--- config.mk ---
export PLATFORM = sky130hd
export DESIGN_NAME = branch_target_buffer
export DESIGN_NICKNAME = d
export VERILOG_FILES = /design/src/fetch_pkg.sv /design/src/branch_target_buffer.sv
export VERILOG_INCLUDE_DIRS = /design/src /design/src/src
export SDC_FILE = /design/constraint.sdc
export NUM_CORES = 1
export LEC_CHECK = 0
export ABC_AREA = 0
export BUFFER_PORTS_ARGS = -buffer_cell sky130_fd_sc_hd__buf_2
export CORE_UTILIZATION = 30
export CTS_BUF_LIST = sky130_fd_sc_hd__clkbuf_8 sky130_fd_sc_hd__clkbuf_16
export DETAILED_ROUTE_END_ITERATION = 16
export GPL_ROUTABILITY_DRIVEN = 0
export HOLD_SLACK_MARGIN = 0.15
export SLEW_MARGIN = 20
export SYNTH_ARGS = -nofsm -noshare
export SYNTH_HDL_FRONTEND = slang
export SYNTH_SLANG_ARGS = --single-unit
export TNS_END_PERCENT = 20
--- constraint.sdc ---
create_clock -name clk -period 10.7 [get_ports clk]
set_clock_uncertainty 0.2 [all_clocks]
set_input_delay 3.21 -clock clk [delete_from_list [all_inputs] [get_ports clk]]
set_output_delay 3.21 -clock clk [all_outputs]
set_load 0.005 [all_outputs]
--- src/fetch_settings.svh ---
// Build-time constants for the fetch front end, included by the RTL and the testbench
`ifndef FETCH_SETTINGS_SVH
`define FETCH_SETTINGS_SVH

// First fetch address after reset
`define FETCH_RESET_VEC 32'h0000_0000

// Scratch memory depth in 32-bit words
`define SCRATCH_WORDS 256

// Branch target buffer entries, power of two
`define BTB_ENTRIES 16

// Address bits 31:28 that select the external fetch port
`define EXT_REGION_TAG 4'h8

// In-flight fetch records
`define TRACK_DEPTH 2

`endif

--- src/fetch_pkg.sv ---
// Shared fetch front end types, imported by every RTL block and the testbench
package fetch_pkg;

    // Sub-unit that owns a fetch
    typedef enum logic {
        UNIT_SCRATCH = 1'b0,
        UNIT_EXT     = 1'b1
    } unit_sel_t;

    // Back end redirect, wins over everything
    typedef struct packed {
        logic        valid;
        logic [31:0] pc;
    } redirect_t;

    // BTB training from branch resolution
    typedef struct packed {
        logic        valid;
        logic        taken;
        logic [31:0] pc;
        logic [31:0] target;
    } btb_update_t;

    // Request into a sub-unit, word aligned
    typedef struct packed {
        logic [31:0] addr;
    } fetch_req_t;

    // One in-flight fetch
    typedef struct packed {
        unit_sel_t   unit;
        logic [31:0] pc;
    } track_entry_t;

    // Completed fetch to the decode stage
    typedef struct packed {
        logic [31:0] pc;
        logic [31:0] inst;
    } fetch_out_t;

endpackage

--- src/branch_target_buffer.sv ---
// Direct-mapped BTB, looked up combinationally on the fetch pc, trained by the back end
`timescale 1ns/1ps
`include "fetch_settings.svh"

module branch_target_buffer (
    input  logic                   clk,
    input  logic                   rst,
    input  logic [31:0]            pc,
    input  fetch_pkg::btb_update_t btb_update,
    output logic                   predict_valid,
    output logic [31:0]            predict_pc
);

    localparam int IDX_W = $clog2(`BTB_ENTRIES);
    localparam int TAG_W = 30 - IDX_W;

    // Tag and target stored side by side
    typedef struct packed {
        logic [TAG_W-1:0] tag;
        logic [31:0]      target;
    } btb_entry_t;

    logic [`BTB_ENTRIES-1:0] entry_valid;
    btb_entry_t              table_mem [`BTB_ENTRIES];

    logic [IDX_W-1:0] lookup_idx;
    logic [TAG_W-1:0] lookup_tag;
    logic [IDX_W-1:0] update_idx;
    logic [TAG_W-1:0] update_tag;
    btb_entry_t       lookup_entry;

    // Word index below, tag above
    assign lookup_idx = pc[IDX_W+1:2];
    assign lookup_tag = pc[31:IDX_W+2];
    assign update_idx = btb_update.pc[IDX_W+1:2];
    assign update_tag = btb_update.pc[31:IDX_W+2];

    //////////////////////////////////////////////////////////////////////
    // Lookup
    //////////////////////////////////////////////////////////////////////
    assign lookup_entry  = table_mem[lookup_idx];
    assign predict_valid = entry_valid[lookup_idx] && (lookup_entry.tag == lookup_tag);
    assign predict_pc    = lookup_entry.target;

    //////////////////////////////////////////////////////////////////////
    // Training
    //////////////////////////////////////////////////////////////////////
    // Taken writes the entry
    always_ff @(posedge clk) begin
        if (btb_update.valid && btb_update.taken) begin
            table_mem[update_idx] <= '{tag: update_tag, target: btb_update.target};
        end
    end

    // Not taken kills only a matching entry
    always_ff @(posedge clk) begin
        if (rst) begin
            entry_valid <= '0;
        end else if (btb_update.valid) begin
            if (btb_update.taken) begin
                entry_valid[update_idx] <= 1'b1;
            end else if (table_mem[update_idx].tag == update_tag) begin
                entry_valid[update_idx] <= 1'b0;
            end
        end
    end

endmodule

# --- Word-level counts from Yosys, hierarchy flattened ---
# Memory sizes are Yosys's and may differ from the RTL's.
# Index checks and enable logic that the tools add are counted.
op_classes:
  order_cmp: 3
  n_eq_ne: 2
  muxes: 8
  bitwise: 3
  n_reduce_logical: 5
op_table:
  columns: ["op", "count"]
  rows:
  - ["== test 26 bit", 2]
  - ["two-way mux 16 bit", 2]
  - ["bitwise AND 16 bit", 1]
  - ["NOT 16 bit", 1]
  - ["bitwise OR 16 bit", 1]
  - ["< comparator 4 x 5 -> 1 bit (second input constant)", 2]
  - ["binary-select mux 1 bit (select 4 bit)", 1]
  - ["demux 1 bit (select 4 bit)", 1]
  - [">= comparator 4 x 1 -> 1 bit (second input constant)", 1]
  - ["two-way mux 1 bit", 4]
  - ["logical AND 1 bit", 3]
  - ["AND reduction 2 bit", 1]
  - ["nonzero test 2 bit", 1]
totals:
  ff_bits: 16
  elab_cells: 23
  output_inout_bits: 33
  mem_count: 1
  ram_bits: 928
  input_bits: 100
memory_table:
  columns: ["memory", "depth", "word_bits", "read_ports", "rd_ports_with_merged_regs", "wr", "line", "source"]
  rows:
  - ["table_mem", 16, 58, 2, 0, 1, "branch_target_buffer.sv:24", "btb_entry_t table_mem [`BTB_ENTRIES];"]

# --- Logic depth before layout (Yosys ltp) ---
depth:
  ltp_word: 8
  depth_mapped: 11

# --- Least setup slack after synthesis ---
# Ideal clock, no wire load.
synth_timing:
  path_type: "in2out"
  from: "input pc[2]"
  to: "output predict_pc[12]"
  path_slack_ns: 1.713
  arrival_time_ns: 5.577
  path_buffers: 6
  stages: 8
  cell_sequence: "buf_6 > buf_4 > buf_6 > buf_4 > buf_2 > buf_2 > mux4_2 > mux4_2"
synth_via:
  elab_chain_len: 1
synth_rtl:
  columns: ["item", "line", "source"]
  rows:
  - ["from (decl)", "branch_target_buffer.sv:8", "input logic [31:0] pc,"]
  - ["memory read (16 x 58 bit)", null, null]
  - ["to (decl)", "branch_target_buffer.sv:11", "output logic [31:0] predict_pc"]
# Every way passes these cells.

# --- Worst setup path in the final report ---
layout_timing:
  from: "input pc[2]"
  to: "output predict_valid"
layout_via:
  elab_chain_len: 3
  elab_cells_between_ends: 5
layout_rtl:
  columns: ["item", "line", "source"]
  rows:
  - ["memory read (16 x 58 bit) or binary-select mux 1 bit (select 4 bit) (tied branches)", null, null]
  - ["== test 26 bit or two-way mux 1 bit (tied branches)", "branch_target_buffer.sv:42", "assign predict_valid = entry_valid[lookup_idx] && (lookup_entry.tag == lookup_tag);"]
  - ["logical AND 1 bit *", "branch_target_buffer.sv:42", null]
  - ["to (decl)", "branch_target_buffer.sv:10", "output logic predict_valid,"]
# Mark *: on every way between the ends. The rest lies on a longest branch, timed or not. The select of a mux whose other input is x is not followed.

==> results by group <==
Clock tree
  – CTS root buf: clkbuf_16
  – TritonCTS Sinks: 944
  – Clock transition at path regs: 70 ps
  – Setup bufs post-CTS: 0
  – CTS Buffer Depth: 3
  – CTS buffer count: 89
  – H-tree Lvls: 3
  – Resize count post-CTS: 0
  – CTS tree: built
  – Hold_buf cts: 0
  – Clock Latency Late Sink: 670 ps

Die
  – Die width: 366.8 um
  – Rows: 133
  – Die Y-Extent: 366.8 um
  – Core footprint: 0.1318 mm2
  – Full die area: 0.1346 mm2
  – Top-Level Pins: 133
  – Initial core utilization: 0.3030

Global routing
  – Congestion Overflow GR: 0
  – Largest net degree at the start of global routing: 89
  – Antenna violations before repair: 26
  – Global-route wire length before repair: 150200 um
  – Vias in the first global route: 20700
  – Total GRT Usage: 0.1536

Place
  – Placed Cells: 3622
  – Port Buffers: 128
  – DP Wirelength: 59030 um

Status
  – Status: complete, no violations

Route
  – WL final: 104700 um
  – DRC violations left: 0
  – DR WL/cell: 27.61 um
  – Final ANT Viol Nets: 0
  – Via count: 19950
  – Vias per cell: 5.261
  – First-pass DRT Iterations: 5
  – Initial DRC Count: 2222

Synthesis
  – Leading post-synthesis cells by cell area: edfxtp_1 70%, mux4_2 20%, mux2i_1 2.5%, xnor2_1 1.3%, dfxtp_1 0.80%
  – Post-synth EDFFs: 928
  – Yosys top cell by area: edfxtp_1
  – Seq/Total Area, Yosys: 0.7059
  – Yosys cell types: 49
  – Synth Register Bits: 944
  – Synth top area share: 0.6978
  – Gate Count Post-Synth: 1796
  – Ys Warns: 0
  – Asr flop ratio synth: 0
  – Syn Nets: 1896
  – Avg Cell Area, Syn: 22.23 um2
  – Mapped Area: 0.03993 mm2
  – Primary FF master, synth: edfxtp_1

Setup path
  – WS Path Type: in2out
  – Worst Setup End Kind: output pin
  – WP data arrival: 6440 ps
  – Max FO, Critical Path: 38
  – CP required: 7290 ps
  – Startpoint types: input pin

Pwr
  – Max VDD drop: 0.0001806 V
  – Leak: 0.01430 uW
  – Pwr dens: 171.0 mW/mm2

Final layout
  – Fraction of layout cells with a size suffix above 1: 0.3479
  – Fill count: 12180
  – Synthesis-to-layout area growth: 14.56%
  – Largest register FFs: 928
  – Fin nets: 2059
  – Largest registers: table_mem (928)
  – Register with the most flip-flops: table_mem
  – Final core utilization: 0.3471
  – Non-filler cells, final: 3792

Timing
  – Setup TNS: 0 ps
  – Highest clock rate: 0.1015 GHz
  – Worst-Margin Slew: 1127 ps
  – Post-layout min period: 9848 ps
  – RSZ-0062 raised after global routing: false
  – Final setup vio count: 0
  – Final Cycle Share: 0.9204
  – Slew headroom: 0.2487
  – Count of pins over their slew limit: 0
  – Hold Vio Cnt, Final: 0

Flow run
  – Max-Cap Viols: 0

Min path
  – Min-Delay Path Class: reg2reg
[Yosys cell counts, types with 3 or more instances]
cell and number:
nand4_1 15, dfxtp_1 16, mux4_2 357, a31oi_1 18
a22oi_1 13, mux2i_1 100, buf_4 12, xor2_1 5
nand2_1 7, a21oi_1 4, o21bai_1 16, nand3_1 6
nand2b_1 7, a21o_1 4, buf_2 43, xnor2_1 59
a22o_1 8, mux2_2 18, buf_6 14, a221oi_1 14
clkbuf_1 37, a211oi_1 3, o22ai_1 8, nor2b_1 5
edfxtp_1 928, a2111oi_2 5, nor2_1 46
[worst paths after layout]
check             cells after the start        startpoint       endpoint  slack (ps)
setup / recovery                     10             pc[2]  predict_valid         850
hold / removal                        2          register       register         330
setup reg to reg                      7  table_mem[7][41]       register        7310
hold reg to reg                       2          register       register         330
[cells by family after synthesis]
group                     synth area share
DFF                                 0.7059
AOI/OAI and AO/OA                  0.02071
muxes                               0.2315
and+or+nand+nor                    0.01238
xor gates and xnor gates           0.01404
buffers and inverters              0.01554
[cell usage in the layout (no fill, tap or decap), drive strengths merged, types with 16 or more instances in the layout]
cell    Yosys  final
clkbuf     37     89
nor2       46     46
mux2i     100    100
inv         2     18
edfxtp    928    928
o21bai     16     16
clkinv      1     48
buf        71    180
nand4      16     16
dfxtp      16     16
a31oi      18     18
xnor2      59     59
mux4      357    357
mux2       18     18
[per-layer routing]
layer	vias up	track usage	routed length (um)
met3	175	0.02942	8566
li1	8124	-	-
met4	22	0.03814	2421
met2	849	0.2460	49980
met1	10780	0.2147	43610
met5	-	0	132
[metrics by stage]
step                hold slack (ps)  setup slack, ps  area, um2  total power, uW
floorplan                     290.1             1713      39930             4535
finish                        334.0            852.2      45750             7822
detailed placement            310.5            737.2      42800             4751
CTS                           321.3            738.9      45710             7884
global placement              297.4            760.2      42780             4737
global route                  353.3            642.9      45740             8049
[layout make-up]
| cell class | instances | area (um2) | share of cell area |
|---|---|---|---|
| antenna | 5 | 12.51 | 0.0002735 |
| inverter | 3 | 11.26 | 0.0002462 |
| multi-input combinational | 741 | 11250 | 0.2459 |
| sequential | 944 | 28190 | 0.6162 |
| clock inverter | 75 | 674.4 | 0.01474 |
| tap | 1755 | 2196 | 0.04800 |
| timing repair buffer | 180 | 1187 | 0.02596 |
| clock buffer | 89 | 2227 | 0.04868 |
[where the power goes]
group          switching (uW)  internal (uW)
Clock                    1390           1770
Sequential               13.7           4100
Combinational             310            238
[worst max-delay path, stage by stage]
cell	delay [ps]
buf_8	360
buf_4	390
buf_4	220
mux4_2	480
mux4_2	510
xnor2_1	180
nand4_1	160
or4_1	600
nor4_2	170
buf_2	160
No activity file was read; power rests on OpenSTA's default activity.
