<file path="config.mk">
export PLATFORM = sky130hd
export DESIGN_NAME = ext_fetch_port
export DESIGN_NICKNAME = d
export VERILOG_FILES = /design/src/fetch_settings.svh /design/src/fetch_pkg.sv /design/src/ext_fetch_port.sv
export SDC_FILE = /design/constraint.sdc
export NUM_CORES = 1
export LEC_CHECK = 0
export ABC_AREA = 1
export BUFFER_PORTS_ARGS = -buffer_cell sky130_fd_sc_hd__clkbuf_2
export CORE_MARGIN = 2
export CORE_UTILIZATION = 31
export CTS_CLUSTER_SIZE = 24
export DETAILED_ROUTE_END_ITERATION = 6
export GPL_TIMING_DRIVEN = 0
export PLACE_DENSITY = 0.84
export SKIP_CTS_REPAIR_TIMING = 1
export SYNTH_ARGS = -nofsm -noshare
export SYNTH_HDL_FRONTEND = slang
export SYNTH_SLANG_ARGS = --single-unit
</file>
<file path="constraint.sdc">
create_clock -name clk -period 0.8 [get_ports clk]
set_clock_uncertainty 0.2 [all_clocks]
set_input_delay 0.12 -clock clk [delete_from_list [all_inputs] [get_ports clk]]
set_output_delay 0.12 -clock clk [all_outputs]
set_load 0.005 [all_outputs]
</file>
<file path="src/fetch_settings.svh">
// Build-time constants for the fetch front end, included by the RTL and the testbench
`ifndef FETCH_SETTINGS_SVH
`define FETCH_SETTINGS_SVH

// First fetch address after reset
`define FETCH_RESET_VEC 32'h0000_0000

// Scratch memory depth in 32-bit words
`define SCRATCH_WORDS 256

// Branch target buffer entries, power of two
`define BTB_ENTRIES 16

// Address bits 31:28 that select the external fetch port
`define EXT_REGION_TAG 4'h8

// In-flight fetch records
`define TRACK_DEPTH 2

`endif

</file>
<file path="src/fetch_pkg.sv">
// Shared fetch front end types, imported by every RTL block and the testbench
package fetch_pkg;

    // Sub-unit that owns a fetch
    typedef enum logic {
        UNIT_SCRATCH = 1'b0,
        UNIT_EXT     = 1'b1
    } unit_sel_t;

    // Back end redirect, wins over everything
    typedef struct packed {
        logic        valid;
        logic [31:0] pc;
    } redirect_t;

    // BTB training from branch resolution
    typedef struct packed {
        logic        valid;
        logic        taken;
        logic [31:0] pc;
        logic [31:0] target;
    } btb_update_t;

    // Request into a sub-unit, word aligned
    typedef struct packed {
        logic [31:0] addr;
    } fetch_req_t;

    // One in-flight fetch
    typedef struct packed {
        unit_sel_t   unit;
        logic [31:0] pc;
    } track_entry_t;

    // Completed fetch to the decode stage
    typedef struct packed {
        logic [31:0] pc;
        logic [31:0] inst;
    } fetch_out_t;

endpackage

</file>
<file path="src/ext_fetch_port.sv">
// Bridge to the external fetch bus for the upper region, one request outstanding at most
`timescale 1ns/1ps

module ext_fetch_port (
    input  logic                  clk,
    input  logic                  rst,
    input  logic                  new_request,
    input  fetch_pkg::fetch_req_t req,
    input  logic                  flush,
    output logic                  ext_req,
    output logic [31:0]           ext_addr,
    input  logic                  ext_rvalid,
    input  logic [31:0]           ext_rdata,
    output logic                  ready,
    output logic                  data_valid,
    output logic [31:0]           data_out
);

    logic busy;
    logic drop;
    logic resp_valid;

    //////////////////////////////////////////////////////////////////////
    // Request side
    //////////////////////////////////////////////////////////////////////
    // Strobe goes out in the issue cycle
    assign ext_req  = new_request;
    assign ext_addr = req.addr;

    // Busy until the bus answers, flushed or not
    always_ff @(posedge clk) begin
        if (rst) begin
            busy <= 1'b0;
        end else if (new_request) begin
            busy <= 1'b1;
        end else if (ext_rvalid) begin
            busy <= 1'b0;
        end
    end

    // Orphaned response after a redirect
    always_ff @(posedge clk) begin
        if (rst) begin
            drop <= 1'b0;
        end else if (ext_rvalid) begin
            drop <= 1'b0;
        end else if (flush && busy) begin
            drop <= 1'b1;
        end
    end

    assign ready = !busy;

    //////////////////////////////////////////////////////////////////////
    // Response side
    //////////////////////////////////////////////////////////////////////
    always_ff @(posedge clk) begin
        if (ext_rvalid) begin
            data_out <= ext_rdata;
        end
    end

    always_ff @(posedge clk) begin
        if (rst) begin
            resp_valid <= 1'b0;
        end else begin
            resp_valid <= ext_rvalid && !drop && !flush;
        end
    end

    // Late redirect still wins
    assign data_valid = resp_valid && !flush;

    // Bus model must not answer without a request
    rvalid_when_busy_a : assert property (@(posedge clk) disable iff (rst)
        ext_rvalid |-> busy);

endmodule

</file>
* Word level (Yosys, flattened, before mapping)
Cells that the tools add are included.
** Operators by class
- Multiplexer cells :: 2
- Reductions and logical operators :: 9
** Operators with widths (number)
- logical AND 1 bit :: 4
- zero test 1 bit :: 3
- 2-to-1 mux 1 bit :: 2
- nonzero test 2 bit :: 1
- OR reduction 2 bit :: 1
** Storage, ports and cells
- Register bits :: 35
- Input bits :: 69
- Output and inout bits :: 67
- Word-level logic and storage cells :: 15

* Logic depth before layout (Yosys ltp)
- Word-level depth :: 3
- Depth in mapped cells :: 4
- Mapped depth without buffers :: 4

* Worst setup path after synthesis
No wires, ideal clock.
- Path type :: register to register
- Start :: reg drop
- End :: reg resp_valid
- Library setup time :: 0.064 ns
- Arrival :: 0.556 ns
- Slack :: -0.020 ns
- Stages on the path, launching flop included :: 3
- Path buffers :: 0
- Clock period less this slack :: 0.820 ns
- Cells stage by stage :: dfxtp_1 -> or2_1 -> nor2_1
** On the way
- Cells in the longest elaborated chain, start to end :: 3
** Ends and longest elaborated chain
- start: declaration :: RTL line ext_fetch_port.sv:20 : logic drop;
- start signal: assignment :: RTL line ext_fetch_port.sv:44 : drop <= 1'b0;
- start signal: assignment :: RTL line ext_fetch_port.sv:46 : drop <= 1'b0;
- start signal: assignment :: RTL line ext_fetch_port.sv:48 : drop <= 1'b1;
- zero test 1 bit :: RTL line ext_fetch_port.sv:67 : resp_valid <= ext_rvalid && !drop && !flush;
- logical AND 1 bit (2 in series) :: RTL line ext_fetch_port.sv:67
- end signal: assignment :: RTL line ext_fetch_port.sv:67
- end: declaration :: RTL line ext_fetch_port.sv:21 : logic resp_valid;
No other way between the ends.
A chain may end at the register's enable or synchronous reset.

* Final worst setup path
- Start :: reg resp_valid
- End :: out data_valid
** On the way
- Cells in the longest elaborated chain, start to end :: 1
** Ends and longest elaborated chain
- logical AND 1 bit :: RTL line ext_fetch_port.sv:72 : assign data_valid = resp_valid && !flush;
- end: declaration :: RTL line ext_fetch_port.sv:15 : output logic data_valid,
No other way between the ends.

==> run_summary.xml <==
<?xml version="1.0" encoding="UTF-8"?>
<metrics>
  <group name="drt">
    <metric name="wire_per_inst" unit="um">13.9</metric>
    <metric name="final_antenna_net_count" unit="">0</metric>
    <metric name="drt-pass1-iter-count" unit="">4</metric>
    <metric name="detailroute.via_count" unit="">991</metric>
    <metric name="routed_wirelength" unit="um">3400</metric>
    <metric name="post-route-drc-count" unit="">0</metric>
    <metric name="drt_iter0_markers" unit="">76</metric>
    <metric name="via_per_inst" unit="">4.04</metric>
  </group>
  <group name="outcome">
    <metric name="failed_checks" unit="">hold timing, setup timing</metric>
    <metric name="run_status" unit="">finished, violations left</metric>
  </group>
  <group name="cts">
    <metric name="cts_sinks" unit="">35</metric>
    <metric name="clock_path_buffers" unit="">2</metric>
    <metric name="cts_made_buffers" unit="">5</metric>
    <metric name="cts_htree_levels" unit="">2</metric>
    <metric name="clk_pin_slew_worst_paths" unit="ps">70</metric>
    <metric name="clk-insertion-delay-late" unit="ps">280</metric>
    <metric name="cts-root-buf" unit="">sky130_fd_sc_hd__clkbuf_8</metric>
    <metric name="tritoncts" unit="">built</metric>
  </group>
  <group name="timing">
    <metric name="layout_min_cycle_time" unit="ps">1160</metric>
    <metric name="max_slew.worst_pin.slew" unit="ps">302</metric>
    <metric name="layout_setup_ws" unit="ps">-361</metric>
    <metric name="final_hold_viol_count" unit="">35</metric>
    <metric name="slew_viol_final" unit="">0</metric>
    <metric name="setup_total_negative_slack" unit="ps">-9770</metric>
    <metric name="finalCritPeriodShare" unit="%">145</metric>
    <metric name="worst_slew_margin_rel" unit="%">79.8</metric>
    <metric name="unrepaired_setup_endpoints_after_global_routing" unit="">yes</metric>
    <metric name="worst_case_hold_slack" unit="ps">-195</metric>
    <metric name="fmax" unit="MHz">862</metric>
    <metric name="report.final.setup_viol" unit="">36</metric>
  </group>
  <group name="place">
    <metric name="io_buffers" unit="">103</metric>
    <metric name="placed_area" unit="um2">1910</metric>
    <metric name="detailed_place_hpwl" unit="um">2860</metric>
    <metric name="placer_s_final_routability_congestion_estimate" unit="">0.772</metric>
  </group>
  <group name="grt">
    <metric name="grt-ovfl-total" unit="">0</metric>
    <metric name="grt_usage" unit="%">13.9</metric>
    <metric name="via_count_of_the_first_global_routing_pass" unit="">1010</metric>
    <metric name="wire_length_of_the_first_global_routing_pass" unit="um">4920</metric>
    <metric name="grt_antenna_before_repair" unit="">0</metric>
    <metric name="grt_max_degree" unit="">35</metric>
  </group>
  <group name="setup_path">
    <metric name="largest_fanout_of_any_net_on_the_critical_path" unit="">1</metric>
    <metric name="setup.reg_to_reg.worst_slack" unit="ps">-70</metric>
    <metric name="worst-endpoint-arrival" unit="ps">840</metric>
    <metric name="setup.worst_path.start_class" unit="">register</metric>
    <metric name="end_kind" unit="">primary output</metric>
    <metric name="worstSetupPathType" unit="">register to primary output</metric>
    <metric name="cp.required" unit="ps">480</metric>
  </group>
  <group name="yosys">
    <metric name="yosysSeqAreaShare" unit="%">76.7</metric>
    <metric name="post-synth-top-area-cell" unit="">sky130_fd_sc_hd__edfxtp_1</metric>
    <metric name="post-synth-top-area-fraction" unit="%">72.2</metric>
    <metric name="synth.most_common_cell" unit="">sky130_fd_sc_hd__buf_4</metric>
    <metric name="yosysWarnings" unit="">0</metric>
    <metric name="synth_area_per_cell" unit="um2">15.8</metric>
    <metric name="async_s_r_ff_share_synth" unit="%">0</metric>
    <metric name="number_of_enable_flip_flop_cells_after_synthesis" unit="">32</metric>
    <metric name="combined_area_of_all_synthesized_cells" unit="um2">1330</metric>
    <metric name="synth.distinct_cells" unit="">7</metric>
    <metric name="most_frequently_used_flop_master_after_synthesis" unit="">sky130_fd_sc_hd__edfxtp_1</metric>
    <metric name="postSynthCellCount" unit="">84</metric>
    <metric name="post_synth_main_area_contributors" unit="">sky130_fd_sc_hd__edfxtp_1 72%, sky130_fd_sc_hd__buf_4 19%, sky130_fd_sc_hd__dfxtp_1 4.5%, sky130_fd_sc_hd__nand2_1 2.0%, sky130_fd_sc_hd__inv_1 1.4%</metric>
    <metric name="synthesis.nets" unit="">153</metric>
    <metric name="synth_seq_cells" unit="">35</metric>
    <metric name="yosys-top-cells-count" unit="">33 x sky130_fd_sc_hd__buf_4, 32 x sky130_fd_sc_hd__edfxtp_1, 7 x sky130_fd_sc_hd__nand2_1</metric>
  </group>
  <group name="layout">
    <metric name="drive_above_1_share" unit="%">76.4</metric>
    <metric name="fill_cells" unit="">380</metric>
    <metric name="area_occupied_by_multi_input_gates" unit="um2">46.3</metric>
    <metric name="final_net_count" unit="">263</metric>
    <metric name="layout.cell_area.non_filler" unit="um2">2010</metric>
    <metric name="utilization" unit="%">49.6</metric>
    <metric name="final-seq-area" unit="um2">1020</metric>
    <metric name="flow.area_growth_from_synthesis" unit="%">51.2</metric>
    <metric name="antennaDiodeCount" unit="">0</metric>
  </group>
  <group name="die">
    <metric name="initial_core_utilization" unit="%">32.8</metric>
    <metric name="fp.dieArea" unit="um2">4830</metric>
    <metric name="die_height" unit="um">69.5</metric>
    <metric name="design.portCount" unit="">136</metric>
    <metric name="core" unit="um2">4060</metric>
    <metric name="placementRows" unit="">23</metric>
    <metric name="chipWidth" unit="um">69.5</metric>
  </group>
  <group name="power_and_ir_drop">
    <metric name="power_per_cell_area" unit="nW/um2">1980</metric>
    <metric name="ir_worst_vdd" unit="uV">1040</metric>
    <metric name="power.static_leakage" unit="nW">1.02</metric>
    <metric name="post-layout-total-power" unit="mW">3.98</metric>
  </group>
  <group name="run">
    <metric name="maxCapViolations" unit="">0</metric>
  </group>
  <group name="worst_hold_path">
    <metric name="worstHoldPathType" unit="">input port to register</metric>
  </group>
</metrics>
## worst max-delay path, stage by stage, from the launching register on
cell and delay, ps:
sky130_fd_sc_hd__dfxtp_2 330, sky130_fd_sc_hd__inv_2 30, sky130_fd_sc_hd__nor2_2 80, sky130_fd_sc_hd__clkbuf_2 120
## layer usage
layer	routed length, um	part of all wire (%)	track usage [%]
met1	1080	32	12.3
met2	1860	55	26.1
met3	398	12	6.40
met4	70	2.1	6.54
met5	0	0	0
## layout make-up
type / instances / share of cell area [%]
buffer: 33 / 12.3
clock buffer: 7 / 4.29
clock inverter: 1 / 0.249
inverter: 5 / 0.932
multi-input combinational: 11 / 2.30
sequential: 35 / 50.9
tap: 50 / 3.11
timing repair buffer: 103 / 25.9
## power breakdown
part | switching, mW | internal (mW) | leakage (nW)
combinational | 0.202 | 0.310 | 0.636
sequential | 0.0364 | 2.15 | 0.339
clock | 0.586 | 0.693 | 0.0482
total | 0.825 | 3.15 | 1.02
## sequential cells by signal, summed over array words and instances (netlist names)
name and count:
busy 1, data_out 32, drop 1, resp_valid 1
## per-stage QoR
stage / hold WS, ps / std cells / setup slack, ps
floorplan: 18.9 / 84 / -18.0
global placement: 97.0 / 237 / -563
detailed placement: 98.7 / 237 / -604
CTS: -202 / 245 / -395
global route: -207 / 245 / -394
finish: -195 / 245 / -361
## logic make-up (layout without fill, tap and decap cells)
logic type	after synthesis	count (layout)	synth area share, %
buffers and inverters	38	149	20.0
flip-flops	35	35	76.7
AND/OR/NAND/NOR	11	11	3.29
## final timing paths
path / from / to / depth (start not counted)
worst min register to register: busy / busy / 2
worst max register to register: drop / resp_valid / 2
worst max-delay path: resp_valid / data_valid / 3
worst min-delay path: ext_rdata[18] / data_out[18] / 1
## placed cells by master (no fill, tap or decap)
cell type                  netlist  layout
sky130_fd_sc_hd__or2_1           1       1
sky130_fd_sc_hd__buf_6           0       1
sky130_fd_sc_hd__clkinv_2        0       1
sky130_fd_sc_hd__nor2_2          0       1
sky130_fd_sc_hd__nor2_1          3       2
sky130_fd_sc_hd__inv_1           5       3
sky130_fd_sc_hd__inv_2           0       2
sky130_fd_sc_hd__buf_4          33      33
sky130_fd_sc_hd__clkbuf_8        0       6
sky130_fd_sc_hd__nand2_1         7       7
sky130_fd_sc_hd__dfxtp_2         0       3
sky130_fd_sc_hd__clkbuf_2        0     102
sky130_fd_sc_hd__clkbuf_1        0       1
sky130_fd_sc_hd__edfxtp_1       32      32
No activity file was read; power rests on OpenSTA's default activity.
