$ cat src/fetch_settings.svh
// Build-time constants for the fetch front end, included by the RTL and the testbench
`ifndef FETCH_SETTINGS_SVH
`define FETCH_SETTINGS_SVH

// First fetch address after reset
`define FETCH_RESET_VEC 32'h0000_0000

// Scratch memory depth in 32-bit words
`define SCRATCH_WORDS 256

// Branch target buffer entries, power of two
`define BTB_ENTRIES 16

// Address bits 31:28 that select the external fetch port
`define EXT_REGION_TAG 4'h8

// In-flight fetch records
`define TRACK_DEPTH 2

`endif

$ cat src/fetch_pkg.sv
// Shared fetch front end types, imported by every RTL block and the testbench
package fetch_pkg;

    // Sub-unit that owns a fetch
    typedef enum logic {
        UNIT_SCRATCH = 1'b0,
        UNIT_EXT     = 1'b1
    } unit_sel_t;

    // Back end redirect, wins over everything
    typedef struct packed {
        logic        valid;
        logic [31:0] pc;
    } redirect_t;

    // BTB training from branch resolution
    typedef struct packed {
        logic        valid;
        logic        taken;
        logic [31:0] pc;
        logic [31:0] target;
    } btb_update_t;

    // Request into a sub-unit, word aligned
    typedef struct packed {
        logic [31:0] addr;
    } fetch_req_t;

    // One in-flight fetch
    typedef struct packed {
        unit_sel_t   unit;
        logic [31:0] pc;
    } track_entry_t;

    // Completed fetch to the decode stage
    typedef struct packed {
        logic [31:0] pc;
        logic [31:0] inst;
    } fetch_out_t;

endpackage

$ cat src/pc_select.sv
// Fetch pc register and next-pc priority mux, instantiated once by fetch_unit
`timescale 1ns/1ps
`include "fetch_settings.svh"

module pc_select (
    input  logic                 clk,
    input  logic                 rst,
    input  logic                 issue,
    input  fetch_pkg::redirect_t redirect,
    input  logic                 predict_valid,
    input  logic [31:0]          predict_pc,
    output logic [31:0]          pc,
    output logic [31:0]          next_pc
);

    logic [31:0] next_pc_raw;

    //////////////////////////////////////////////////////////////////////
    // Next pc
    //////////////////////////////////////////////////////////////////////
    // Redirect, then BTB hit, then fall through
    always_comb begin
        if (redirect.valid) begin
            next_pc_raw = redirect.pc;
        end else if (predict_valid) begin
            next_pc_raw = predict_pc;
        end else begin
            next_pc_raw = pc + 32'd4;
        end
    end

    // Low bits dropped, no compressed support
    assign next_pc = {next_pc_raw[31:2], 2'b00};

    //////////////////////////////////////////////////////////////////////
    // Pc register
    //////////////////////////////////////////////////////////////////////
    always_ff @(posedge clk) begin
        if (rst) begin
            pc <= `FETCH_RESET_VEC;
        end else if (issue || redirect.valid) begin
            pc <= next_pc;
        end
    end

    // Also catches a misaligned reset vector
    pc_aligned_a : assert property (@(posedge clk) disable iff (rst)
        pc[1:0] == 2'b00);

endmodule

$ cat config.mk
export PLATFORM = sky130hd
export DESIGN_NAME = pc_select
export DESIGN_NICKNAME = d
export VERILOG_FILES = /design/src/fetch_pkg.sv /design/src/pc_select.sv
export VERILOG_INCLUDE_DIRS = /design/src /design/src/src
export SDC_FILE = /design/constraint.sdc
export NUM_CORES = 1
export LEC_CHECK = 0
export ABC_AREA = 1
export BUFFER_PORTS_ARGS = -buffer_cell sky130_fd_sc_hd__buf_2
export CAP_MARGIN = 20
export CORE_MARGIN = 2
export CORE_UTILIZATION = 40
export DETAILED_ROUTE_END_ITERATION = 6
export PLACE_DENSITY = 0.71
export SLEW_MARGIN = 20
export SYNTH_ARGS = -nofsm -noshare
export SYNTH_HDL_FRONTEND = slang
export SYNTH_SLANG_ARGS = --single-unit
export TNS_END_PERCENT = 10
$ cat constraint.sdc
create_clock -name clk -period 2.11 [get_ports clk]
set_input_delay 0.633 -clock clk [delete_from_list [all_inputs] [get_ports clk]]
set_output_delay 0.633 -clock clk [all_outputs]
set_load 0.01 [all_outputs]
# Yosys cells after proc, flatten, opt, wreduce, memory -nomap -nowiden
# Index checks and enable logic that the tools add are counted.
[op_classes]
n_addsub = 1
mux = 2
reduce_logical = 1
[ops]
columns = ["cell", "n"]
rows = [
  ["$mux W32", 2],
  ["$add A32 B3 Y32 const B", 1],
  ["$logic_or A1 B1 Y1", 1],
]
[totals]
regBits = 30
input_bits = 69
out_inout_bits = 64
elab_cells = 5

# Logic depth before layout (Yosys ltp)
# Gate-level depths: netlist of run 1.
[logic_depth]
depth_word = 3
mapped_depth = 12
ltp_nobuf = 12

# Worst setup path before layout of run 1
# No wires, ideal clock.
[synth_path]
path_type = "input -> output"
startpoint = "input predict_valid"
endpoint = "output next_pc[9]"
t_arrival_ns = 1.484
path_slack_ns = -0.007
cell_stages = 7
n_path_buf = 2
cell_sequence = "buf_2 -> clkinv_1 -> buf_2 -> nor2_1 -> nor2_1 -> o21ai_0 -> o21ai_0"
[synth_between]
elab_chain_cells = 2
[synth_rtl]
columns = ["element", "line_no", "source"]
rows = [
  ["start, declared", "pc_select.sv:10", "input logic predict_valid,"],
  ["$mux W32", "pc_select.sv:25", "end else if (predict_valid) begin"],
  ["$mux W32", "pc_select.sv:23", "if (redirect.valid) begin"],
  ["end, declared", "pc_select.sv:13", "output logic [31:0] next_pc"],
]
# Every way passes these cells.

# Worst setup path after layout of run 1
[layout_path]
startpoint = "register pc[2]"
endpoint = "output next_pc[10]"
[layout_between]
elab_chain_cells = 3
[layout_rtl]
columns = ["element", "line_no", "source"]
rows = [
  ["start, declared", "pc_select.sv:12", "output logic [31:0] pc,"],
  ["start signal, assigned", "pc_select.sv:40", "pc <= `FETCH_RESET_VEC;"],
  ["start signal, assigned", "pc_select.sv:42", "pc <= next_pc;"],
  ["$add A32 B3 Y32", "pc_select.sv:28", "next_pc_raw = pc + 32'd4;"],
  ["$mux W32", "pc_select.sv:25", ""],
  ["$mux W32", "pc_select.sv:23", ""],
]
# Every way passes these cells.

==> results.cfg, run 1 <==
[die]
ioPinCount = 133
initial_utilization = 0.418
core.rowCount = 29
dieArea_sq_mm = 0.00739
die_h_microns = 86.0
coreArea_sq_mm = 0.00642
die_w_microns = 86.0

[clocking]
postCtsHoldBufs = 0
clockBufferDepth = 2
clk_latency_ns = 0.28
htreeDepth = 2
path_clk_slew_ns = 0.07
cts_buffers = 5
cts_root_buffer = clkbuf_8
cts_tree = built
clock_sinks = 30

[worst_setup_path]
end_kind = output port
cp_data_arrival_time_ns = 1.77
cp-start-kind = flip-flop
worst-setup-path-type = reg2out
crit_fanout = 5
cp.required_ns = 1.48

[synth]
synth_top_area_cell = dfxtp_1
ys_ff_latch = 30
synth_top_area_share = 0.223
ys_async_sr_fraction = 0
synthesis.area_sq_mm = 0.00269
synthCells = 509
synth.top_cells.by_count = nand2_1, nor2_1, inv_1
synth_cell_types = 25
seq_area_frac_synth = 0.223
synth.avg_cell_area_sq_um = 5.28
yosys_warnings = 0
synthFlopType = dfxtp_1
synth_edf_count = 0
ys_top_cells_by_area = dfxtp_1, nand2_1, nor2_1
synth_most_common_cell = nand2_1

[outcome]
violations = setup timing
outcome = finished with violations

[global_routing]
grt_overflow_total = 0
antenna_found_initial = 0
use_met3 = 0.0385
gr-usage-met1 = 0.312
grt_max_degree = 35
grt_pass1_vias = 3354
use_met2 = 0.443
grt_pass1_wl_microns = 15000
grt_busiest_layer = met2
track_usage = 0.250

[route]
drt-initial-drc-count = 195
wl_microns = 9460
viasPerCell = 5.03
vias = 3762
remaining_drc_errors = 0
wl_per_cell_microns = 12.6
dr.pass1.iters = 5
ant_nets = 0

[layout]
diodes = 0
largest-register = pc
layout-drive-gt1-share = 0.393
utilization = 0.640
reg_top3 = pc (30)
area_growth_pct = 53.0
largest_reg_flops = 30
fin_nets = 740

[sta]
post-route-worst-setup-slack_ns = -0.291
drv_slew = 0
period_share = 1.14
final.min_clock_period_ns = 2.40
hold_viol = 0
holdWs_ns = 0.584
fin_skew_ns = 0.00800
rsz0062_at_grt = yes
setup_viol = 29
clock.fmax_ghz = 0.417
tns_ns = -5.62

[placement]
io_buffers = 124
gp_congestion = 0.901
place_hpwl_microns = 6800

[min_path]
hp-class = reg2reg

[job]
drv_cap = 0

[pwr]
p_leak_nw = 2.13
peakVddDrop_v = 0.000240
pwr_density_cell_mw_per_mm2 = 453
==> stage by stage <==
stage               area (sq um)  cells  setup slack, ns  total power, W
floorplan                   2700    512           0.0321         0.00101
global placement            3680    731          -0.0787         0.00130
detailed placement          3680    731           -0.124         0.00131
CTS                         4040    747           -0.246         0.00185
global route                4110    748           -0.423         0.00197
finish                      4110    748           -0.291         0.00186
==> kinds of logic after synthesis <==
family                   count (synthesis)  synth area share
adder cells (fa/ha/maj)                  1           0.00465
buffers and inverters                   89             0.134
AO/OA/AOI/OAI                           87             0.169
AND/OR/NAND/NOR                        297             0.455
other                                    1           0.00140
XOR/XNOR                                 4            0.0130
flip-flops                              30             0.223
==> layout make-up <==
cell class | instances | area, sq um
Clock inverter | 1 | 5.00
Timing Repair Buffer | 175 | 1070
Tap cell | 77 | 96.3
Inverter | 65 | 246
Multi-Input combinational cell | 393 | 1970
Fill cell | 592 | 2310
Clock buffer | 7 | 86.3
Sequential cell | 30 | 638
==> placed cells by master, fill, tap and decap left out, types with 2 or more instances in the layout <==
master	instances
dfxtp_2	15
o21ai_0	23
and2_1	2
nand3_1	46
conb_1	4
o21bai_1	3
o21ai_2	3
clkbuf_8	6
o211ai_1	4
nand2_2	15
buf_12	5
a21oi_1	40
a21oi_2	3
xor2_1	2
dfxtp_4	5
nor2_1	52
buf_6	2
nand2_1	146
inv_2	3
nand3_2	2
dfxtp_1	10
o21ai_1	11
buf_4	44
buf_2	124
nor2_2	14
nor2_4	15
nand2_4	2
inv_1	61
==> final timing paths <==
kind | from | endpoint | slack (ns) | cells after the start
worst min register to register | pc[31]$_SDFFE_PP0P_ | pc[31]$_SDFFE_PP0P_ | 0.58 | 4
worst max-delay path | pc[2]$_SDFFE_PP0P_ | next_pc[10] | -0.29 | 11
worst min-delay path | pc[31]$_SDFFE_PP0P_ | pc[31]$_SDFFE_PP0P_ | 0.58 | 4
worst max register to register | pc[2]$_SDFFE_PP0P_ | pc[10]$_SDFFE_PP0P_ | -0.22 | 17
==> critical path, stage by stage (launching register included) <==
cell and delay (ns):
dfxtp_2 0.36, ha_4 0.17, inv_2 0.05, nor2_4 0.16, nand2_4 0.11, buf_6 0.13
xnor2_2 0.12, nand2_1 0.06, nand2_1 0.07, o21ai_2 0.08, inv_1 0.05, buf_2 0.13
==> power by group <==
part	internal [W]	total, W	leakage, nW	switching (W)
sequential	0.000622	0.000688	0.257	0.0000662
combinational	0.000312	0.000686	1.82	0.000374
clock	0.000263	0.000487	0.0482	0.000224
==> per-layer routing <==
layer	routed length, microns	vias up
met2	4660	120
met5	0	-
li1	-	1915
met4	127	0
met1	4160	1715
met3	509	12
==> repair_timing <==
action / in CTS / in global routing
cloned: 0 / 0
setup endpoints to repair: 28 / 31
pin swaps: 12 / 19
gates resized for setup: 76 / 24
setup buffers: 8 / 1
(Power assumes the default switching activity.)
==> run 2, diff against run 1 <==
--- a/config.mk
+++ b/config.mk
@@ -8,11 +8,12 @@
 export LEC_CHECK = 0
 export ABC_AREA = 1
 export BUFFER_PORTS_ARGS = -buffer_cell sky130_fd_sc_hd__buf_2
-export CAP_MARGIN = 20
+export CELL_PAD_IN_SITES_DETAIL_PLACEMENT = 1
+export CELL_PAD_IN_SITES_GLOBAL_PLACEMENT = 2
 export CORE_MARGIN = 2
-export CORE_UTILIZATION = 40
+export CORE_UTILIZATION = 21
 export DETAILED_ROUTE_END_ITERATION = 6
-export PLACE_DENSITY = 0.71
+export PLACE_DENSITY_LB_ADDON = 0.1
 export SLEW_MARGIN = 20
 export SYNTH_ARGS = -nofsm -noshare
 export SYNTH_HDL_FRONTEND = slang
==> run 2 against run 1 <==
Effect of this change:
- the run still ends with setup timing left
- sequential power fell by 1%
- first-iteration DRC count down 67%
- combinational power grew 10%
- die area grew 86%
==> results.cfg, run 2 (same netlist as run 1, synthesis figures left out) <==
[outcome]
outcome = finished with violations
violations = setup timing

[worst_setup_path]
end_kind = output port
cp-start-kind = flip-flop
cp.required_ns = 1.48
rr_endpoint = pc[18]$_SDFFE_PP0P_
critPathSlowestCell = dfxtp_4
reg2reg_from = pc[3]$_SDFFE_PP0P_
rrSetupSlack_ns = 0.43
r2r_cells = 11
cp_data_arrival_time_ns = 1.76
cpPeakStageDelay_ns = 0.37
crit_path_frequent_cell = nand2_1
worst-setup-path-type = reg2out
path_cells = buf_6 -> nand2_4 -> nor2_4 -> buf_6 -> nand2_4 -> nor2_4 -> nand2_1 -> nand2_1 -> nand3_1 -> nand2_1 -> nand2_1 -> buf_2
crit_fanout = 5

[die]
die_h_microns = 117
dieArea_sq_mm = 0.0137
core.rowCount = 41
die_w_microns = 117
ioPinCount = 133
coreArea_sq_mm = 0.0126
initial_utilization = 0.214

[global_routing]
grt_max_degree = 23
gr-usage-met1 = 0.230
grt_busiest_layer = met2
antenna_found_initial = 0
use_met2 = 0.324
grt_pass1_wl_microns = 19100
track_usage = 0.178
grt_overflow_total = 0
grt_pass1_vias = 3909
use_met3 = 0.0257

[sta]
rsz0062_at_grt = yes
period_share = 1.13
setup_viol = 28
final.min_clock_period_ns = 2.39
post-route-worst-setup-slack_ns = -0.285
clock.fmax_ghz = 0.418
hold_viol = 0
tns_ns = -5.83
drv_slew = 0
fin_skew_ns = 0.00790

[layout]
layout-drive-gt1-share = 0.416
fin_nets = 764
largest-register = pc
multi_input_comb_area_sq_mm = 0.00198
area_growth_pct = 67.2
register_area_sq_um = 623
final_cell_mix = nand2_1, buf_2, buf_4
diodes = 0
largest_reg_flops = 30
final_common_cell = nand2_1
n_fill_cell = 1676
reg_top3 = pc (30)

[clocking]
cts_root_buffer = clkbuf_16
clock_sinks = 30
clockBufferDepth = 2
cts_tree = built
path_clk_slew_ns = 0.06
htreeDepth = 2
clk_latency_ns = 0.28
postCtsHoldBufs = 0
cts_buffers = 5

[placement]
io_buffers = 124
dp_slack_ns = -0.212
place_hpwl_microns = 9630
gp_congestion = 0.809

[min_path]
hp-class = reg2reg
min_to = pc[31]$_SDFFE_PP0P_
hold_path.startpoint = pc[31]$_SDFFE_PP0P_
hold_depth = 4

[pwr]
peakVddDrop_v = 0.000262
finalPower_w = 0.00224
pwr_density_cell_mw_per_mm2 = 499
p_leak_nw = 2.31

[route]
ant_nets = 0
wl_microns = 12000
dr.pass1.iters = 4
vias = 3780
viasPerCell = 4.36
drt-initial-drc-count = 65
remaining_drc_errors = 0
wl_per_cell_microns = 13.8

[job]
drv_cap = 0
run 2: cell types whose count changed in the layout (fill, tap and decap cells not counted), moves of 4 or more:
cell | before | now
clkbuf_16 | 0 | 5
nor2_2 | 14 | 20
nand3_2 | 2 | 6
dfxtp_4 | 5 | 1
buf_4 | 44 | 66
dfxtp_1 | 10 | 14
run 2: cell type report:
| cell class | instances | share of cell area |
|---|---|---|
| Timing Repair Buffer | 199 | 0.282 |
| Inverter | 65 | 0.0543 |
| Sequential cell | 30 | 0.139 |
| Tap cell | 172 | 0.0479 |
| Clock buffer | 8 | 0.0370 |
| Multi-Input combinational cell | 393 | 0.440 |
run 2: timing repair:
item / 4_1_cts / 5_1_grt
resized for setup: 62 / 36
buffers inserted: 1 / 1
setup endpoints to repair: 30 / 30
pin swaps: 15 / 13
run 2: power breakdown:
group,switching [W],internal [W]
combinational,0.000406,0.000352
sequential,0.0000574,0.000622
clock,0.000271,0.000534
run 2: per-layer routing:
layer  wire length (microns)  up-vias  part of all wire
met1                    5600     1730              0.47
met3                     468        5             0.039
met2                    5850       74              0.49
li1                        -     1971                 -
met5                       0        -                 0
met4                      50        0            0.0042
run 2: worst max path at each step:
stage | from | end | slack [ns] | cells after the start
CTS | pc[3]$_SDFFE_PP0P_ | next_pc[23] | -0.31 | 12
finish | pc[3]$_SDFFE_PP0P_ | next_pc[23] | -0.28 | 12
floorplan | predict_valid | next_pc[9] | 0.03 | 7
detailed placement | pc[3]$_SDFFE_PP0P_ | next_pc[18] | -0.21 | 10
global route | pc[3]$_SDFFE_PP0P_ | next_pc[31] | -0.43 | 12
global placement | pc[3]$_SDFFE_PP0P_ | next_pc[12] | -0.15 | 11
run 2: critical path, delay by kind of cell, from the launching register on:
kind          cells  cell delay, ns
flops             1            0.37
buf+inv           3            0.36
simple gates      9            0.75
run 2: metrics by stage:
step | cell area, sq um | std cells | utilization | hold slack (ns)
floorplan | 2700 | 512 | - | 0.584
global placement | 4030 | 857 | 0.321 | 0.565
detailed placement | 4030 | 857 | 0.321 | 0.579
CTS | 4400 | 866 | 0.350 | 0.590
global route | 4490 | 867 | 0.358 | 0.643
finish | 4490 | 867 | 0.358 | 0.585
==> run 3, diff against run 2 <==
--- a/config.mk
+++ b/config.mk
@@ -10,10 +10,11 @@
 export BUFFER_PORTS_ARGS = -buffer_cell sky130_fd_sc_hd__buf_2
 export CELL_PAD_IN_SITES_DETAIL_PLACEMENT = 1
 export CELL_PAD_IN_SITES_GLOBAL_PLACEMENT = 2
-export CORE_MARGIN = 2
+export CORE_MARGIN = 3
 export CORE_UTILIZATION = 21
 export DETAILED_ROUTE_END_ITERATION = 6
 export PLACE_DENSITY_LB_ADDON = 0.1
+export SETUP_SLACK_MARGIN = 0.15
 export SLEW_MARGIN = 20
 export SYNTH_ARGS = -nofsm -noshare
 export SYNTH_HDL_FRONTEND = slang
==> run 3 against run 2 <==
Effect of this change:
- the run still ends with setup timing left
- largest cell class unchanged
- core utilization rose by 0.41 points
- sequential cell count is the same
- routed wire length up 0.76%
- register-to-register slack worse by 0.65 ns
- sequential power grew 0.6%
- first-iteration DRC count rose by 42%
- clock power is 15% lower
- worst setup slack gained 0.0019 ns
- total power down 6.0%
- cell count down 0.23%
- critical path type unchanged
==> results.cfg, run 3 (same netlist as run 1, synthesis figures left out) <==
[route]
ant_nets = 0
drt-initial-drc-count = 92
vias = 3768
wl_microns = 12100
dr.pass1.iters = 4
wl_per_cell_microns = 13.9
viasPerCell = 4.36
remaining_drc_errors = 0

[worst_setup_path]
path_buf_inv = 4
cp-start-kind = flip-flop
path_cells = ha_4 -> inv_2 -> nor2_4 -> nand2_4 -> buf_6 -> xnor2_2 -> nand2_1 -> nand2_1 -> o21ai_2 -> inv_1 -> buf_2
cpPeakStageDelay_ns = 0.37
crit_path_frequent_cell = nand2_1
end_kind = output port
cp_data_arrival_time_ns = 1.76
crit_fanout = 5
critPathSlowestCell = dfxtp_4
cp.required_ns = 1.48
worst-setup-path-type = reg2out
critPathTopFamily = simple AND/OR/NAND/NOR gates

[pwr]
power.internal_w = 0.00139
p_leak_nw = 2.25
comb_power_share = 0.350
pwr-share-clk = 0.326
pwr_density_cell_mw_per_mm2 = 475
finalPower_w = 0.00211
swShare = 0.338
peakVddDrop_v = 0.000206
switching_power_w = 0.000713
p_seq_frac = 0.325

[layout]
area_growth_pct = 65.0
utilization = 0.362
layout-drive-gt1-share = 0.418
n_fill_cell = 1661
largest-register = pc
reg_top3 = pc (30)
final_common_cell = nand2_1
largest_reg_flops = 30
final_cell_mix = nand2_1, buf_2, buf_4
fin_nets = 767
diodes = 0

[placement]
place_hpwl_microns = 9490
dp_slack_ns = -0.171
gp_congestion = 0.839
io_buffers = 124

[sta]
final.min_clock_period_ns = 2.39
fin_skew_ns = 0.00335
clock.fmax_ghz = 0.418
drv_slew = 0
setup_viol = 29
rsz0062_at_grt = yes
hold_viol = 0
tns_ns = -5.72
period_share = 1.13
post-route-worst-setup-slack_ns = -0.283

[die]
initial_utilization = 0.219
core.rowCount = 40
dieArea_sq_mm = 0.0142
coreArea_sq_mm = 0.0123
ioPinCount = 133
die_w_microns = 119
die_h_microns = 119

[global_routing]
antenna_found_initial = 0
grt_pass1_vias = 4037
grt_max_degree = 27
track_usage = 0.168
grt_pass1_wl_microns = 19500
grt_overflow_total = 0

[clocking]
cts_tree = built
clock_sinks = 30
cts_buffers = 5
path_clk_slew_ns = 0.05
htreeDepth = 2
clk_latency_ns = 0.28
clockBufferDepth = 2
cts_root_buffer = clkbuf_16

[outcome]
violations = setup timing
outcome = finished with violations

[min_path]
hp-class = reg2reg

[job]
drv_cap = 0
run 3: power groups by stage:
stage | registers [W] | logic [W] | clock network, W
3_3_place_gp | 0.000682 | 0.000685 | 0
4_1_cts | 0.000680 | 0.000734 | 0.000708
2_1_floorplan | 0.000702 | 0.000314 | 0
3_5_place_dp | 0.000684 | 0.000698 | 0
6_report | 0.000684 | 0.000737 | 0.000686
5_1_grt | 0.000692 | 0.000830 | 0.000729
run 3: final cells by class:
class | count | area (sq um) | share of cell area
multi-input cells | 393 | 1950 | 0.440
well taps | 168 | 210 | 0.0474
inverters | 65 | 245 | 0.0553
repair buffers | 202 | 1250 | 0.282
flip-flops and latches | 30 | 643 | 0.145
clock buffers | 7 | 133 | 0.0299
run 3: layer usage:
metal	vias to the layer above	global-route usage	share of wire	wire [microns]
met5	-	0	0	0
li1	1966	-	-	-
met3	9	0.0275	0.039	474
met1	1716	0.211	0.46	5510
met2	77	0.302	0.50	5980
met4	0	0.0304	0.0073	88
run 3: final timing paths:
check	from	endpoint	slack, ns	cells after the start
setup / recovery	pc[2]$_SDFFE_PP0P_	next_pc[10]	-0.28	11
hold reg to reg	pc[31]$_SDFFE_PP0P_	pc[31]$_SDFFE_PP0P_	0.59	4
hold / removal	pc[31]$_SDFFE_PP0P_	pc[31]$_SDFFE_PP0P_	0.59	4
setup reg to reg	pc[2]$_SDFFE_PP0P_	pc[10]$_SDFFE_PP0P_	-0.22	17
run 3: tightest hold or removal path: cells and delay by family (launching register included):
family                 cells  cell delay [ns]
DFF                        1             0.32
buffers and inverters      2             0.10
AOI/OAI and AO/OA          1             0.06
and+or+nand+nor            1             0.06
run 3: what timing repair did:
item / CTS / global route
setup endpoints to repair: 30 / 31
buffers inserted: 8 / 2
gates resized for setup: 66 / 30
pin swaps: 12 / 7
hold buffers: 0 / 0
run 3: metrics by stage:
stage          cells  area (sq um)  hold WS, ns
4_1_cts          863          4350        0.594
3_5_place_dp     848          3970        0.581
3_3_place_gp     848          3970        0.562
6_report         865          4440        0.588
5_1_grt          865          4440        0.638
2_1_floorplan    512          2710        0.558
